`config.mk`:
```
export PLATFORM = sky130hd
export DESIGN_NAME = rectangle_filler
export DESIGN_NICKNAME = d
export VERILOG_FILES = /design/src/display_pkg.sv /design/src/rectangle_filler.sv
export VERILOG_INCLUDE_DIRS = /design/src
export SDC_FILE = /design/constraint.sdc
export NUM_CORES = 1
export LEC_CHECK = 0
export BUFFER_PORTS_ARGS = -buffer_cell sky130_fd_sc_hd__buf_2
export CAP_MARGIN = 10
export CORE_MARGIN = 2
export CORE_UTILIZATION = 40
export DETAILED_ROUTE_END_ITERATION = 12
export GPL_TIMING_DRIVEN = 0
export SLEW_MARGIN = 20
export SYNTH_ARGS = -nofsm -noshare
export SYNTH_HDL_FRONTEND = slang
export SYNTH_SLANG_ARGS = --single-unit
```
`constraint.sdc`:
```
create_clock -name clock_in -period 9.3 [get_ports clock_in]
set_input_delay 0.93 -clock clock_in [delete_from_list [all_inputs] [get_ports clock_in]]
set_output_delay 0.93 -clock clock_in [all_outputs]
set_load 0.03 [all_outputs]
```
`src/display_macros.svh`:
```
`ifndef DISPLAY_MACROS_SVH
`define DISPLAY_MACROS_SVH

// Visible frame size in pixels
`define DISPLAY_WIDTH 640
`define DISPLAY_HEIGHT 400

// Pixels in one full frame
`define DISPLAY_PIXELS (`DISPLAY_WIDTH * `DISPLAY_HEIGHT)

// Simulation cycle limit
// Six frames of 256000 cycles plus fill time and margin
`define TIMEOUT_CYCLES 2000000

`endif

```
`src/display_pkg.sv`:
```
package display_pkg;

    // One 4-bit colour index per pixel
    typedef logic [3:0] pixel_t;

    // Column 0 to 639
    typedef logic [9:0] x_coord_t;

    // Row 0 to 399
    typedef logic [8:0] y_coord_t;

    // Linear pixel index, row * width + column
    // Bit 17 picks the lower RAM, bits 16:3 the word, bits 2:0 the lane
    typedef logic [17:0] pixel_address_t;

    // Word address inside one RAM block
    typedef logic [13:0] ram_address_t;

    // Eight pixels per word, lane 0 in the low nibble
    typedef logic [31:0] ram_word_t;

    // Which buffer is currently on screen
    typedef enum logic {
        buffer_a,
        buffer_b
    } buffer_select_t;

endpackage

```
`src/rectangle_filler.sv`:
```
`include "display_macros.svh"

module rectangle_filler (
    input logic clock_in,
    input logic reset_n_in,

    input logic fill_strobe,
    input display_pkg::x_coord_t fill_x0,
    input display_pkg::y_coord_t fill_y0,
    input display_pkg::x_coord_t fill_x1,
    input display_pkg::y_coord_t fill_y1,
    input display_pkg::pixel_t fill_colour,
    output logic fill_busy,

    output logic pixel_write_strobe,
    output display_pkg::pixel_address_t pixel_write_address,
    output display_pkg::pixel_t pixel_write_data
);

    import display_pkg::*;

    logic phase;
    x_coord_t x0_q;
    x_coord_t x1_q;
    y_coord_t y1_q;
    x_coord_t cur_x;
    y_coord_t cur_y;
    pixel_t colour_q;
    pixel_address_t address_q;
    pixel_address_t row_step_q;

    // Every second busy cycle carries a write
    assign pixel_write_strobe = fill_busy && phase;
    assign pixel_write_address = address_q;
    assign pixel_write_data = colour_q;

    always_ff @(posedge clock_in) begin
        if (!reset_n_in) begin
            fill_busy <= 1'b0;
            phase <= 1'b0;
        end else if (!fill_busy) begin
            if (fill_strobe) begin
                fill_busy <= 1'b1;
                phase <= 1'b0;
            end
        end else begin
            phase <= !phase;
            if (phase && cur_x == x1_q && cur_y == y1_q) begin
                fill_busy <= 1'b0;
            end
        end
    end

    always_ff @(posedge clock_in) begin
        if (!fill_busy && fill_strobe) begin
            x0_q <= fill_x0;
            x1_q <= fill_x1;
            y1_q <= fill_y1;
            colour_q <= fill_colour;
            cur_x <= fill_x0;
            cur_y <= fill_y0;
            address_q <= pixel_address_t'(pixel_address_t'(fill_y0) *
                         pixel_address_t'(`DISPLAY_WIDTH)) + pixel_address_t'(fill_x0);
            // From the last column of a row to the first of the next
            row_step_q <= pixel_address_t'(`DISPLAY_WIDTH) -
                          pixel_address_t'(fill_x1 - fill_x0);
        end else if (fill_busy && phase) begin
            if (cur_x == x1_q) begin
                cur_x <= x0_q;
                cur_y <= cur_y + y_coord_t'(1);
                address_q <= address_q + row_step_q;
            end else begin
                cur_x <= cur_x + x_coord_t'(1);
                address_q <= address_q + pixel_address_t'(1);
            end
        end
    end

endmodule

```
* Yosys cells after proc, flatten, opt, wreduce, memory -nomap -nowiden *
Index checks and enable logic that the tools add are counted.

cells by class
  add/subtract/negate cells = 7
  $mul = 1
  equality and inequality tests = 2
  multiplexer cells = 14
  reduce and logical (&&, ||, !) cells = 10

operators by type and width
  kind                    count
  $mux 18                 3
  $mux 10                 3
  $mux 9                  3
  $add 18x1->18 const B   1
  $add 18x10->18          1
  $add 18x18->18          1
  $sub 11x11->12 const A  1
  $mul 9x3->11 const B    1
  $sub 10x10->11          1
  $add 10x1->10 const B   1
  $eq 10x10->1            1
  $add 9x1->9 const B     1
  $eq 9x9->1              1
  $reduce_bool 2->1       3
  $mux 1                  5
  $logic_and 1x1->1       4
  $logic_not 1->1         2
  $reduce_and 2->1        1

word-level totals
  flip-flop bits (word level) = 90
  output and inout port bits = 24
  logic and storage cells = 44

* Logic depth before layout (Yosys ltp) *
  word-level depth = 5
  gate-level depth with buffers = 14

* Least setup slack after synthesis *
OpenSTA, ideal clock, no wires.

  path kind = register -> register
  start point = reg cur_x[2]
  end point = reg address_q[16], in the netlist pixel_write_address[16], data pin
  setup time = 0.269 ns
  arrival time = 3.317 ns
  required time = 9.031 ns
  setup slack = 5.714 ns
  stages on the path, launching flop included = 15
  path through = edfxtp_1 > xnor2_1 > nand4_1 > nor3_1 > clkbuf_1 > nand2b_1 > ha_1 > fa_1 > a211oi_2 > nor3_1 > o41ai_2 > o221ai_2 > a31oi_1 > xor2_1 > mux2i_1

on the way
  longest elaborated chain between the ends = 4

ends and longest elaborated chain
  element                 RTL line                text
  start, declared         rectangle_filler.sv:26  x_coord_t cur_x;
  start signal, assigned  rectangle_filler.sv:60  cur_x <= fill_x0;
  start signal, assigned  rectangle_filler.sv:69  cur_x <= x0_q;
  start signal, assigned  rectangle_filler.sv:73  cur_x <= cur_x + x_coord_t'(1);
  $eq 10x10->1            rectangle_filler.sv:68  if (cur_x == x1_q) begin
  $mux 18                 rectangle_filler.sv:68
  $mux 18                 rectangle_filler.sv:67  end else if (fill_busy && phase) begin
  $mux 18                 rectangle_filler.sv:55  if (!fill_busy && fill_strobe) begin
  end signal, assigned    rectangle_filler.sv:62  address_q <= pixel_address_t'(pixel_address_t'(fill_y0) *
  end signal, assigned    rectangle_filler.sv:71  address_q <= address_q + row_step_q;
  end signal, assigned    rectangle_filler.sv:74  address_q <= address_q + pixel_address_t'(1);
  end, declared           rectangle_filler.sv:29  pixel_address_t address_q;

Every way passes these cells. The select of a mux whose other input is x is not followed.
A chain may end at the register's enable or synchronous reset.

* Final worst setup path *
  start point = reg cur_x[1]
  end point = reg address_q[16], in the netlist pixel_write_address[16], data pin

The elaborated chain is that of the path after synthesis.

==> implementation parameters <==
Parameter                              Value

Synth
  Share of Yosys cell area claimed by the top area cell type ... 0.437
  Syn_nets ... 631
  Main area contributors after synthesis ... sky130_fd_sc_hd__edfxtp_1 44%, sky130_fd_sc_hd__ha_1 10%, sky130_fd_sc_hd__xnor2_1 5.8%
  Top cells by count, synth ... 82 x sky130_fd_sc_hd__edfxtp_1, 47 x sky130_fd_sc_hd__ha_1, 43 x sky130_fd_sc_hd__o21ai_0
  Total number of yosys warnings ... 0
  Post-synthesis register bit count ... 84
  Count of different cell masters after synthesis ... 62
  Combined area of all synthesized cells ... 0.00563 mm^2
  Fraction of registers with async set/reset ... 0
  Gate count after technology mapping ... 535
  Post-synth EDFFs ... 82
  Largest area contributor in the netlist ... sky130_fd_sc_hd__edfxtp_1
  Syn avg cell area ... 10.5 um^2
  Most frequently used cell type in the post-synthesis netlist ... sky130_fd_sc_hd__edfxtp_1
  Prevailing post-synth register cell ... sky130_fd_sc_hd__edfxtp_1
  Portion of the post-synthesis area used by sequential elements ... 0.444

Placed design
  Cell area after placement ... 0.00620 mm^2
  Post-detail-place hpwl ... 9960 um
  Final Wtd Congestion ... 0.879
  Setup WS pre-CTS ... 4.82 ns
  Total of buffers placed on input and output ports ... 68

CTS
  Clock insertion delay at the later pin of the skew report ... 0.35 ns
  CTS max path bufs ... 2
  Total CTS buffers ... 9
  TritonCTS clock tree ... built
  Number of clock sinks seen by CTS ... 84
  Setup fix buffers added after clock tree synthesis ... 0
  Root Driver ... sky130_fd_sc_hd__clkbuf_16
  Count of cells resized by post-cts repair ... 0
  # H-tree levels ... 3
  Reg clk slew, reported paths ... 0.06 ns
  CTS Hold Bufs ... 0

Timing
  Actual transition at the worst max-transition pin ... 0.773 ns
  Worst setup margin ... 4.80 ns
  Unrepaired setup endpoints after global routing ... false
  Final period util ... 0.484
  Final hold violation count ... 0
  Pins Over Slew Limit ... 0
  Summed negative setup slack over all endpoints ... 0 ns
  Setup-violating endpoint count in the final report ... 0
  Achievable clock frequency ... 222 MHz
  Worst hold-check slack ... 0.549 ns
  Relative slew slack ... 0.485
  Setup Skew ... 0.0127 ns
  Minimum clock period after layout ... 4.50 ns

Critical path
  Arr. time, crit path ... 4.57 ns
  Endpoint class of the critical path ... flop
  Worst Setup Start Kind ... flop
  CP required ... 9.37 ns
  Crit path kind ... reg -> reg
  Maximum fanout count along the critical path ... 10

Floorplanning
  Count of boundary I/O pins ... 69
  Effective utilization at floorplan ... 0.407
  Die Outline Area ... 0.0150 mm^2
  Die width ... 123 um
  Number of placement rows ... 43
  Die height ... 123 um
  Core area ... 0.0138 mm^2

GRT
  Antenna violations before repair ... 0
  Via count of the first global-routing pass ... 4070
  GRT Resource Usage Total ... 0.179
  Remaining global-route overflow ... 0
  First-pass GRT wire length ... 20500 um
  Maximum number of pins on one net before global-route repair ... 55

Pwr
  Total design power ... 1060 uW
  Leakage power figure ... 0.00258 uW
  Worst-case vdd ir drop ... 84.6 uV
  Pwr dens ... 164 mW/mm^2

Drt
  Number of DRC violations after detailed-routing iteration 0 ... 293
  Detailed-router iteration count before antenna repair ... 4
  Count of vias placed by the detailed router ... 4231
  DR vias/cell ... 5.30
  Detailed Route WL ... 13100 um
  Remaining design rule violation count ... 0
  Detailed-route wire length per cell ... 16.4 um
  Post-detailed-route count of antenna-violating nets ... 0

Status
  Status ... complete, no violations

Cells and area
  Area growth from synthesis to final layout ... 14.8%
  Final antenna diode count ... 0
  Final Cell Area ... 0.00646 mm^2
  Fraction of final layout cells sized beyond drive strength 1 ... 0.163
  Filler instances ... 1323
  Number of nets in the layout ... 710

Hold path
  Worst hold-check path type ... reg -> reg

Job
  Number of max-cap violations ... 0
layer usage:
layer / global-route usage / vias to the layer above / wire [um]
li1: - / 2122 / -
met1: 0.236 / 2012 / 6220
met2: 0.295 / 85 / 6140
met3: 0.0414 / 12 / 546
met4: 0.0496 / 0 / 188
met5: 0 / - / 0
flip-flops by register name, indices dropped and copies added (netlist names):
register             count
cur_x                   10
cur_y                    9
fill_busy                1
phase                    1
pixel_write_address     18
pixel_write_data         4
row_step_q              12
x0_q                    10
x1_q                    10
y1_q                     9
final cells by class:
cell class	instances	area [um^2]	area share
clock buffers	12	236	0.0366
plain buffers	12	51.3	0.00794
well taps	180	225	0.0348
clock inverters	4	27.5	0.00426
inverters	29	109	0.0168
repair buffers	68	340	0.0527
flip-flops and latches	84	2500	0.387
multi-input cells	410	2970	0.460
stage by stage:
step                utilization  std cells
detailed placement        0.448        783
global route              0.467        799
CTS                       0.467        799
floorplan                     -        535
global placement          0.448        783
finish                    0.467        799
power breakdown:
group          total (uW)  internal, uW  switching, uW
Combinational         247          99.4            148
Sequential            483           463           20.1
Clock                 329           181            148
Total                1060           743            316
cell usage in the layout (no fill, tap or decap), types with 5 or more instances in the layout:
cell type / n
sky130_fd_sc_hd__o21a_1: 5
sky130_fd_sc_hd__nand3_1: 16
sky130_fd_sc_hd__nor2b_1: 7
sky130_fd_sc_hd__nand2_1: 41
sky130_fd_sc_hd__mux2i_1: 6
sky130_fd_sc_hd__inv_1: 29
sky130_fd_sc_hd__a211oi_1: 5
sky130_fd_sc_hd__edfxtp_1: 82
sky130_fd_sc_hd__a21o_1: 8
sky130_fd_sc_hd__nor3_1: 7
sky130_fd_sc_hd__nand2b_1: 6
sky130_fd_sc_hd__buf_2: 69
sky130_fd_sc_hd__clkbuf_1: 11
sky130_fd_sc_hd__clkbuf_16: 9
sky130_fd_sc_hd__and2_1: 12
sky130_fd_sc_hd__a31oi_1: 5
sky130_fd_sc_hd__o21ai_0: 43
sky130_fd_sc_hd__o21bai_1: 6
sky130_fd_sc_hd__xnor2_1: 37
sky130_fd_sc_hd__a21oi_1: 30
sky130_fd_sc_hd__xor2_1: 30
sky130_fd_sc_hd__ha_1: 47
sky130_fd_sc_hd__nor2_1: 30
sky130_fd_sc_hd__and3_1: 6
worst max-delay path: stages, from the launching register on:
cell and delay [ns]:
sky130_fd_sc_hd__edfxtp_1 0.49, sky130_fd_sc_hd__xnor2_1 0.20, sky130_fd_sc_hd__nand4_1 0.14, sky130_fd_sc_hd__nor3_1 0.54, sky130_fd_sc_hd__clkbuf_1 0.46, sky130_fd_sc_hd__nand2b_1 0.11
sky130_fd_sc_hd__ha_1 0.25, sky130_fd_sc_hd__fa_1 0.45, sky130_fd_sc_hd__a211oi_2 0.30, sky130_fd_sc_hd__nor3_1 0.13, sky130_fd_sc_hd__o41ai_2 0.46, sky130_fd_sc_hd__o221ai_2 0.21
sky130_fd_sc_hd__a31oi_1 0.25, sky130_fd_sc_hd__xor2_1 0.16, sky130_fd_sc_hd__mux2i_1 0.09
worst paths after layout:
check	to	startpoint	slack [ns]	cells past startpoint
max	pixel_write_address[16]	cur_x[1]	4.80	14
min reg2reg	phase	phase	0.55	2
max reg2reg	pixel_write_address[16]	cur_x[1]	4.80	14
min	phase	phase	0.55	2
cell families after synthesis:
| family | count (synthesis) | synth area share |
|---|---|---|
| buffers and inverters | 41 | 0.0278 |
| flip-flops | 84 | 0.444 |
| AND/OR/NAND/NOR | 147 | 0.132 |
| AO/OA/AOI/OAI | 139 | 0.163 |
| XOR/XNOR | 67 | 0.104 |
| adder cells (fa/ha/maj) | 51 | 0.119 |
| multiplexers | 6 | 0.0107 |
Note: power is estimated with default switching activity, not from simulation.
