===== config.mk =====
export PLATFORM = sky130hd
export DESIGN_NAME = raster_scanner
export DESIGN_NICKNAME = d
export VERILOG_FILES = /design/src/display_pkg.sv /design/src/raster_scanner.sv
export VERILOG_INCLUDE_DIRS = /design/src
export SDC_FILE = /design/constraint.sdc
export NUM_CORES = 1
export LEC_CHECK = 0
export BUFFER_PORTS_ARGS = -buffer_cell sky130_fd_sc_hd__buf_2
export CORE_ASPECT_RATIO = 1.75
export CORE_MARGIN = 3
export CORE_UTILIZATION = 35
export DETAILED_ROUTE_END_ITERATION = 6
export SLEW_MARGIN = 20
export SYNTH_ARGS = -nofsm -noshare
export SYNTH_HDL_FRONTEND = slang
export SYNTH_SLANG_ARGS = --single-unit

===== constraint.sdc =====
create_clock -name clock_in -period 4 [get_ports clock_in]
set_clock_uncertainty 0.15 [all_clocks]
set_input_delay 1 -clock clock_in [delete_from_list [all_inputs] [get_ports clock_in]]
set_output_delay 1 -clock clock_in [all_outputs]
set_load 0.05 [all_outputs]

===== src/display_macros.svh =====
`ifndef DISPLAY_MACROS_SVH
`define DISPLAY_MACROS_SVH

// Visible frame size in pixels
`define DISPLAY_WIDTH 640
`define DISPLAY_HEIGHT 400

// Pixels in one full frame
`define DISPLAY_PIXELS (`DISPLAY_WIDTH * `DISPLAY_HEIGHT)

// Simulation cycle limit
// Six frames of 256000 cycles plus fill time and margin
`define TIMEOUT_CYCLES 2000000

`endif


===== src/display_pkg.sv =====
package display_pkg;

    // One 4-bit colour index per pixel
    typedef logic [3:0] pixel_t;

    // Column 0 to 639
    typedef logic [9:0] x_coord_t;

    // Row 0 to 399
    typedef logic [8:0] y_coord_t;

    // Linear pixel index, row * width + column
    // Bit 17 picks the lower RAM, bits 16:3 the word, bits 2:0 the lane
    typedef logic [17:0] pixel_address_t;

    // Word address inside one RAM block
    typedef logic [13:0] ram_address_t;

    // Eight pixels per word, lane 0 in the low nibble
    typedef logic [31:0] ram_word_t;

    // Which buffer is currently on screen
    typedef enum logic {
        buffer_a,
        buffer_b
    } buffer_select_t;

endpackage


===== src/raster_scanner.sv =====
`include "display_macros.svh"

module raster_scanner (
    input logic clock_in,
    input logic reset_n_in,

    output logic scan_strobe,
    output display_pkg::pixel_address_t scan_address,
    output logic scan_frame_start
);

    import display_pkg::*;

    localparam pixel_address_t LAST_PIXEL = pixel_address_t'(`DISPLAY_PIXELS - 1);

    // Free running from the first cycle out of reset
    always_ff @(posedge clock_in) begin
        if (!reset_n_in) begin
            scan_strobe <= 1'b0;
            scan_address <= '0;
        end else begin
            scan_strobe <= 1'b1;
            if (scan_strobe) begin
                if (scan_address == LAST_PIXEL) begin
                    scan_address <= '0;
                end else begin
                    scan_address <= scan_address + pixel_address_t'(1);
                end
            end
        end
    end

    // Top left pixel marks a new frame
    assign scan_frame_start = scan_strobe && (scan_address == '0);

endmodule


# Yosys cells after proc, flatten, opt, wreduce, memory -nomap -nowiden
# Cells that the tools add are included.
# Widths: inputs -> output; s select.
[totals]
regBits = 19
elab_cells = 8
[op_classes]
add_sub_neg = 1
reduce_logical = 2
mux = 2
eq_ne = 1
[ops]
columns = ["cell", "count"]
rows = [
  ["$add 18x1->18 const B", 1],
  ["$eq 18x18->1 const B", 1],
  ["$logic_not 18->1", 1],
  ["$mux 18", 1],
  ["$logic_and 1x1->1", 1],
  ["$mux 1", 1],
]

# Logic depth before layout (Yosys ltp)
# Gate-level depths: netlist (run 1).
[logic_depth]
ltp_word = 2
mapped_depth = 6

# Least setup slack after synthesis (run 1)
# OpenSTA, ideal clock, no wires.
[synth_timing]
path_type = "reg2out"
start = "reg scan_address[2]"
end = "out scan_frame_start"
path_slack_ps = 754
arrival_time_ps = 2096
stages_incl_launch_ff = 5
cell_sequence = "dfxtp_1 buf_2 nor4_1 nand3_1 nor3_1"
[synth_via]
elab_chain_cells = 2
[synth_rtl]
columns = ["item", "line", "text"]
rows = [
  ["from (decl)", "raster_scanner.sv:8", "output display_pkg::pixel_address_t scan_address,"],
  ["from (signal assigned)", "raster_scanner.sv:27", "scan_address <= scan_address + pixel_address_t'(1);"],
  ["$logic_not 18->1", "raster_scanner.sv:34", "assign scan_frame_start = scan_strobe && (scan_address == '0);"],
  ["$logic_and 1x1->1", "raster_scanner.sv:34", ""],
  ["to (decl)", "raster_scanner.sv:9", "output logic scan_frame_start"],
]
# Every way passes these cells.

# Worst setup path in the final report (run 1)
# Same ends and word-level chain as after synthesis.

==> results of run 1 <==
layer usage:
layer	global-route usage, %	part of all wire [%]	vias to the layer above
li1	-	-	412
met1	16.3	41	405
met2	25.7	54	19
met3	2.18	3.8	6
met4	7.82	2.0	0
met5	0	0	-
worst reg2reg max path: cells and delay by family, from the launching register on:
| family | cells | cell delay, ns |
|---|---|---|
| compound gates | 1 | 0.43 |
| fa+ha+maj | 1 | 0.23 |
| flops | 1 | 0.44 |
| simple gates | 3 | 0.75 |
registers in the layout (all words and copies together), names as in the netlist:
register      count
scan_address     18
scan_strobe       1
power by group:
group          total [µW]  internal, µW  switching [µW]
logic                30.7          8.14            22.6
clock network         135          70.8            64.4
registers             197           192            4.82
total                 363           271            91.9
cell usage after synthesis:
library cell  count
xnor2_1          11
and3_1            1
o21ai_0           1
nor4_1            7
inv_1             3
or3_1             1
nor2_1           22
nand4_2           2
ha_1              2
nor3_1            4
dfxtp_1          19
clkbuf_1          1
buf_2             2
a21oi_2           1
xor2_1            5
nand4_1           8
nand2_1           8
nand3_1           4
or4_4             2
mux2i_1           1
buf_6             1
o21ai_4           1
stage by stage:
stage / total power, µW / setup slack, ns / cell area [µm²] / util (%)
6_report: 363 / 1.31 / 1090 / 43.1
3_3_place_gp: 232 / 1.58 / 1040 / 41.3
3_5_place_dp: 232 / 1.56 / 1040 / 41.3
5_1_grt: 379 / 1.18 / 1090 / 43.1
4_1_cts: 367 / 1.27 / 1090 / 43.1
2_1_floorplan: 226 / 0.754 / 928 / -
worst max path at each step:
| stage | from | end |
|---|---|---|
| 6_report | scan_address[2] | scan_frame_start |
| 3_3_place_gp | scan_address[15] | scan_frame_start |
| 4_1_cts | scan_address[2] | scan_frame_start |
| 2_1_floorplan | scan_address[2] | scan_frame_start |
| 3_5_place_dp | scan_address[2] | scan_frame_start |
| 5_1_grt | scan_address[2] | scan_frame_start |
logic make-up (layout without fill, tap and decap cells):
family / count (synthesis) / after routing / share of synthesized area, %
simple gates: 59 / 59 / 33.0
flops: 19 / 19 / 41.0
xor+xnor: 16 / 16 / 15.1
buf+inv: 7 / 28 / 3.91
compound gates: 3 / 3 / 3.23
fa+ha+maj: 2 / 2 / 2.69
mux: 1 / 1 / 1.08
cell type report:
class | count | share of cell area (%)
flip-flops and latches | 19 | 35.0
clock buffers | 4 | 4.15
repair buffers | 21 | 9.68
well taps | 26 | 3.00
inverters | 3 | 1.04
multi-input cells | 81 | 47.1
cell usage in the layout, fill, tap and decap left out, drive strengths merged:
master / n
a21oi: 1
nor3: 4
ha: 2
nor4: 7
buf: 21
xnor2: 11
dfxtp: 19
or4: 2
nand2: 8
mux2i: 1
or3: 1
xor2: 5
inv: 3
o21ai: 2
and3: 1
nand4: 10
nor2: 22
clkbuf: 4
nand3: 4
==> reports/results.ini, run 1 <==
[run_status]
status = completed

[setup_path]
r2r-start = scan_address[0]
cp.depth = 4
crit_buf_inv = 1
crit_required_ns = 2.85
reg2reg_to = scan_address[2]
worstPathMaxFanout = 8
path_class = flip-flop to primary output
start_kind = flip-flop
cp_slowest_cell = dfxtp_1
worstPathCellList = nor4_1 > nand3_1 > nor3_1 > buf_2
r2r_slack_ns = 1.87
endpoint_kind = primary output
r2r_cells = 5
critPathMaxStageDelay_ns = 0.40
cp_data_arrival_time_ns = 1.54
crit_family = simple AND/OR/NAND/NOR gates

[logic_synthesis]
synth_top_area_cell = dfxtp_1
ys_seq_area_share_pct = 41.0
synth_cell_types = 22
synth.area.top_cells = dfxtp_1 (41%), xnor2_1 (10%), nor2_1 (8.9%)
yosys_register_bits = 19
syn-num-nets = 111
yosysTopAreaCellShare_pct = 41.0
yosysWarnings = 0
synth_cells = 107
synth_area_um2 = 928
synth_area_per_cell_um2 = 8.68

[drt]
routed-via-count = 842
drt.antenna.violating_nets = 0
routedWlPerCell_um = 14.0
drc = 0
routed_via_density = 5.47
drt_iter0_drc = 12
drt-pass1-iter-count = 4
routed_wl_mm = 2.16

[power_and_ir_drop]
p_leak_uw = 0.000438
vdd_ir_drop_max_uv = 160
power_density_mw_per_mm2 = 334

[clock_network]
insertion_delay_ns = 0.26
postCtsHoldBufs = 0
clk_pin_slew_worst_paths_ns = 0.07
h-tree-depth = 1
clockBufferDepth = 2
cts_sinks = 19
cts_tree = built
cts_root_buf = clkbuf_8
cts_resized = 0
post_cts_buffers = 0
cts_buffers = 3

[floorplanning]
die_w_um = 44.9
rows = 24
chipHeight_um = 74.1
initial_utilization_pct = 36.8
core_area_mm2 = 0.00252
die_area_mm2 = 0.00333
pin_count = 22

[final_layout]
regArea_um2 = 380
fillerInstances = 286
nets = 133
diodes = 0
layout-drive-gt1-share_pct = 23.4
multi_input_area_um2 = 512
area_delta_synth_final_pct = 17.0
finalNonFillerCells = 154

[place]
io_buffers = 21
dp.cells = 150
dp_hpwl_mm = 1.60
gp_congestion = 0.763

[global_route]
grt_max_degree = 19
track_usage_pct = 14.6
grt_first_pass_wirelength_mm = 3.67
overflow = 0
antenna_found_initial = 0
first_global_vias = 810

[sta]
period_minus_slack_ns = 2.69
rsz0062_at_grt = no
setup_viol = 0
fin_setup_tns_ns = 0
holdWs_ns = 0.404
slew_violations = 0
hold_viol = 0
fmax_mhz = 371
fin_crit_sh_pct = 67.3
relSlewSlack_pct = 66.9
tightest_slew_ns = 0.494

[worst_hold_path]
hold_path_depth = 2
hold-path-endpoint = scan_address[17]
hp-class = flip-flop to flip-flop
hp-start = scan_address[17]

[flow_run]
maxCapViolCount = 0

Power figures use the tool's default switching activity.
==> run 2, diff against run 1 <==
==> constraint.sdc (replaced) <==
create_clock -name clock_in -period 2.4 [get_ports clock_in]
set_clock_uncertainty 0.15 [all_clocks]
set_input_delay 0.6 -clock clock_in [delete_from_list [all_inputs] [get_ports clock_in]]
set_output_delay 0.6 -clock clock_in [all_outputs]
set_load 0.05 [all_outputs]
==> run 2 against run 1 <==
  * Cell count unchanged
  * Global-route usage up 0.70 points
  * Via count down 0.12%
  * Hold slack worse by 0.059 ns
  * Wire length up 1.1%
  * First-iteration DRC count up 33%
  * Combinational power up 90%
  * Clock power up 63%
  * Critical path depth unchanged
  * Largest power group unchanged
  * Highest routed layer unchanged
==> reports/results.ini, run 2 (same netlist as run 1, synthesis figures left out) <==
[clock_network]
cts_root_buf = clkbuf_8  ; unchanged
insertion_delay_ns = 0.25  ; was 0.26 ns
cts_buffers = 3  ; unchanged
postCtsHoldBufs = 0  ; unchanged
clockBufferDepth = 2  ; unchanged
clk_pin_slew_worst_paths_ns = 0.07  ; about the same
post_cts_buffers = 0  ; unchanged
cts_sinks = 19  ; unchanged
cts_tree = built  ; unchanged
h-tree-depth = 1  ; unchanged

[drt]
drt_iter0_drc = 16  ; was 12
routed-via-count = 841  ; was 842
routed_wl_mm = 2.19  ; was 2.16 mm
drt-pass1-iter-count = 4  ; unchanged
drc = 0  ; unchanged
routedWlPerCell_um = 14.2  ; was 14.0 µm
routed_via_density = 5.46  ; was 5.47
drt.antenna.violating_nets = 0  ; unchanged

[power_and_ir_drop]
vdd_ir_drop_max_uv = 292  ; was 160 µV
p_leak_uw = 0.000442  ; was 0.000438 µW
power_density_mw_per_mm2 = 548  ; was 334 mW/mm²

[final_layout]
mostFrequentLayoutCells = nor2_1 (22), buf_2 (20), dfxtp_1 (19), xnor2_1 (11)  ; was nor2_1 (22), buf_2 (21), dfxtp_1 (19), xnor2_1 (11)
top_register = scan_address  ; unchanged
final_util_pct = 43.8  ; was 43.1%
layout-drive-gt1-share_pct = 25.0  ; was 23.4%
area_delta_synth_final_pct = 19.1  ; was 17.0%
largest_reg_flops = 18  ; unchanged
final_common_cell = nor2_1  ; unchanged
diodes = 0  ; unchanged
nets = 133  ; unchanged
reg_top3 = scan_address (18), scan_strobe (1)  ; unchanged
finalNonFillerCells = 154  ; unchanged

[setup_path]
worstPathMaxFanout = 6  ; was 8
cp_data_arrival_time_ns = 1.53  ; was 1.54 ns
cp_slowest_cell = dfxtp_1  ; unchanged
crit_buf_inv = 1  ; unchanged
path_class = flip-flop to primary output  ; unchanged
worstPathCellList = nor4_2 > nand3_1 > nor3_4 > clkbuf_4  ; was nor4_1 > nand3_1 > nor3_1 > buf_2
crit_required_ns = 1.65  ; was 2.85 ns
endpoint_kind = primary output  ; unchanged
critPathMaxStageDelay_ns = 0.37  ; was 0.40 ns
crit_family = simple AND/OR/NAND/NOR gates  ; unchanged
start_kind = flip-flop  ; unchanged

[sta]
fin_setup_tns_ns = 0  ; unchanged
fin_crit_sh_pct = 95.0
slew_violations = 0  ; unchanged
fmax_mhz = 439
relSlewSlack_pct = 67.0  ; was 66.9%
rsz0062_at_grt = no  ; unchanged
tightest_slew_ns = 0.494  ; about the same
hold_viol = 0  ; unchanged
setup_viol = 0  ; unchanged
period_minus_slack_ns = 2.28
holdWs_ns = 0.346  ; was 0.404 ns
worst_slack_ns = 0.121  ; was 1.31 ns

[place]
dp_hpwl_mm = 1.65  ; was 1.60 mm
pre_cts_slack_ns = 0.248  ; was 1.56 ns
dp.cells = 150  ; unchanged
gp_congestion = 0.738  ; was 0.763
io_buffers = 21  ; unchanged

[global_route]
grt_max_degree = 19  ; unchanged
overflow = 0  ; unchanged
antenna_found_initial = 0  ; unchanged
grt_first_pass_wirelength_mm = 3.78  ; was 3.67 mm
track_usage_pct = 15.3  ; was 14.6%
first_global_vias = 843  ; was 810

[worst_hold_path]
hp-class = primary input to flip-flop  ; was flip-flop to flip-flop

[floorplanning]
die_w_um = 44.9  ; unchanged
pin_count = 22  ; unchanged
chipHeight_um = 74.1  ; unchanged
die_area_mm2 = 0.00333  ; unchanged
core_area_mm2 = 0.00252  ; unchanged
rows = 24  ; unchanged
initial_utilization_pct = 36.8  ; unchanged

[run_status]
status = completed  ; unchanged

[flow_run]
maxCapViolCount = 0  ; unchanged

==> run 2: final cells by class <==
type                            instances  area [µm²]
Clock buffer                            4        45.0
Fill cell                             280        1420
Inverter                                3        11.3
Multi-Input combinational cell         81         529
Sequential cell                        19         380
Tap cell                               26        32.5
Timing Repair Buffer                   21         108
==> run 2: path summary, 6_finish.rpt <==
path / from / to / slack (ns) / cells after the start
worst max-delay path: scan_address[15] / scan_frame_start / 0.12 / 4
worst min-delay path: reset_n_in / scan_strobe / 0.35 / 1
worst max register to register: scan_address[0] / scan_address[15] / 0.29 / 5
worst min register to register: scan_address[17] / scan_address[17] / 0.41 / 2
==> run 2: where the power goes <==
part	total (µW)	switching [µW]	internal, µW
Combinational	58.2	41.6	16.6
Sequential	328	7.90	320
Clock	220	102	118
==> run 2: through the flow <==
| step | instance area (µm²) | total power (µW) |
|---|---|---|
| after detailed placement | 1050 | 393 |
| after floorplan | 940 | 380 |
| final | 1110 | 606 |
| after CTS | 1100 | 614 |
| after global routing | 1110 | 635 |
| after global placement | 1050 | 390 |
==> run 2: what timing repair did <==
action                                  in CTS  in global routing
endpoints found under the hold margin        0                  0
resized for setup                            0                  2
endpoints found under the setup margin       0                  1
==> run 2: per-layer routing <==
| layer | wire [µm] | global-route usage, % |
|---|---|---|
| met1 | 841 | 16.4 |
| met2 | 1250 | 27.9 |
| met3 | 72 | 2.18 |
| met4 | 22 | 7.82 |
| met5 | 0 | 0 |
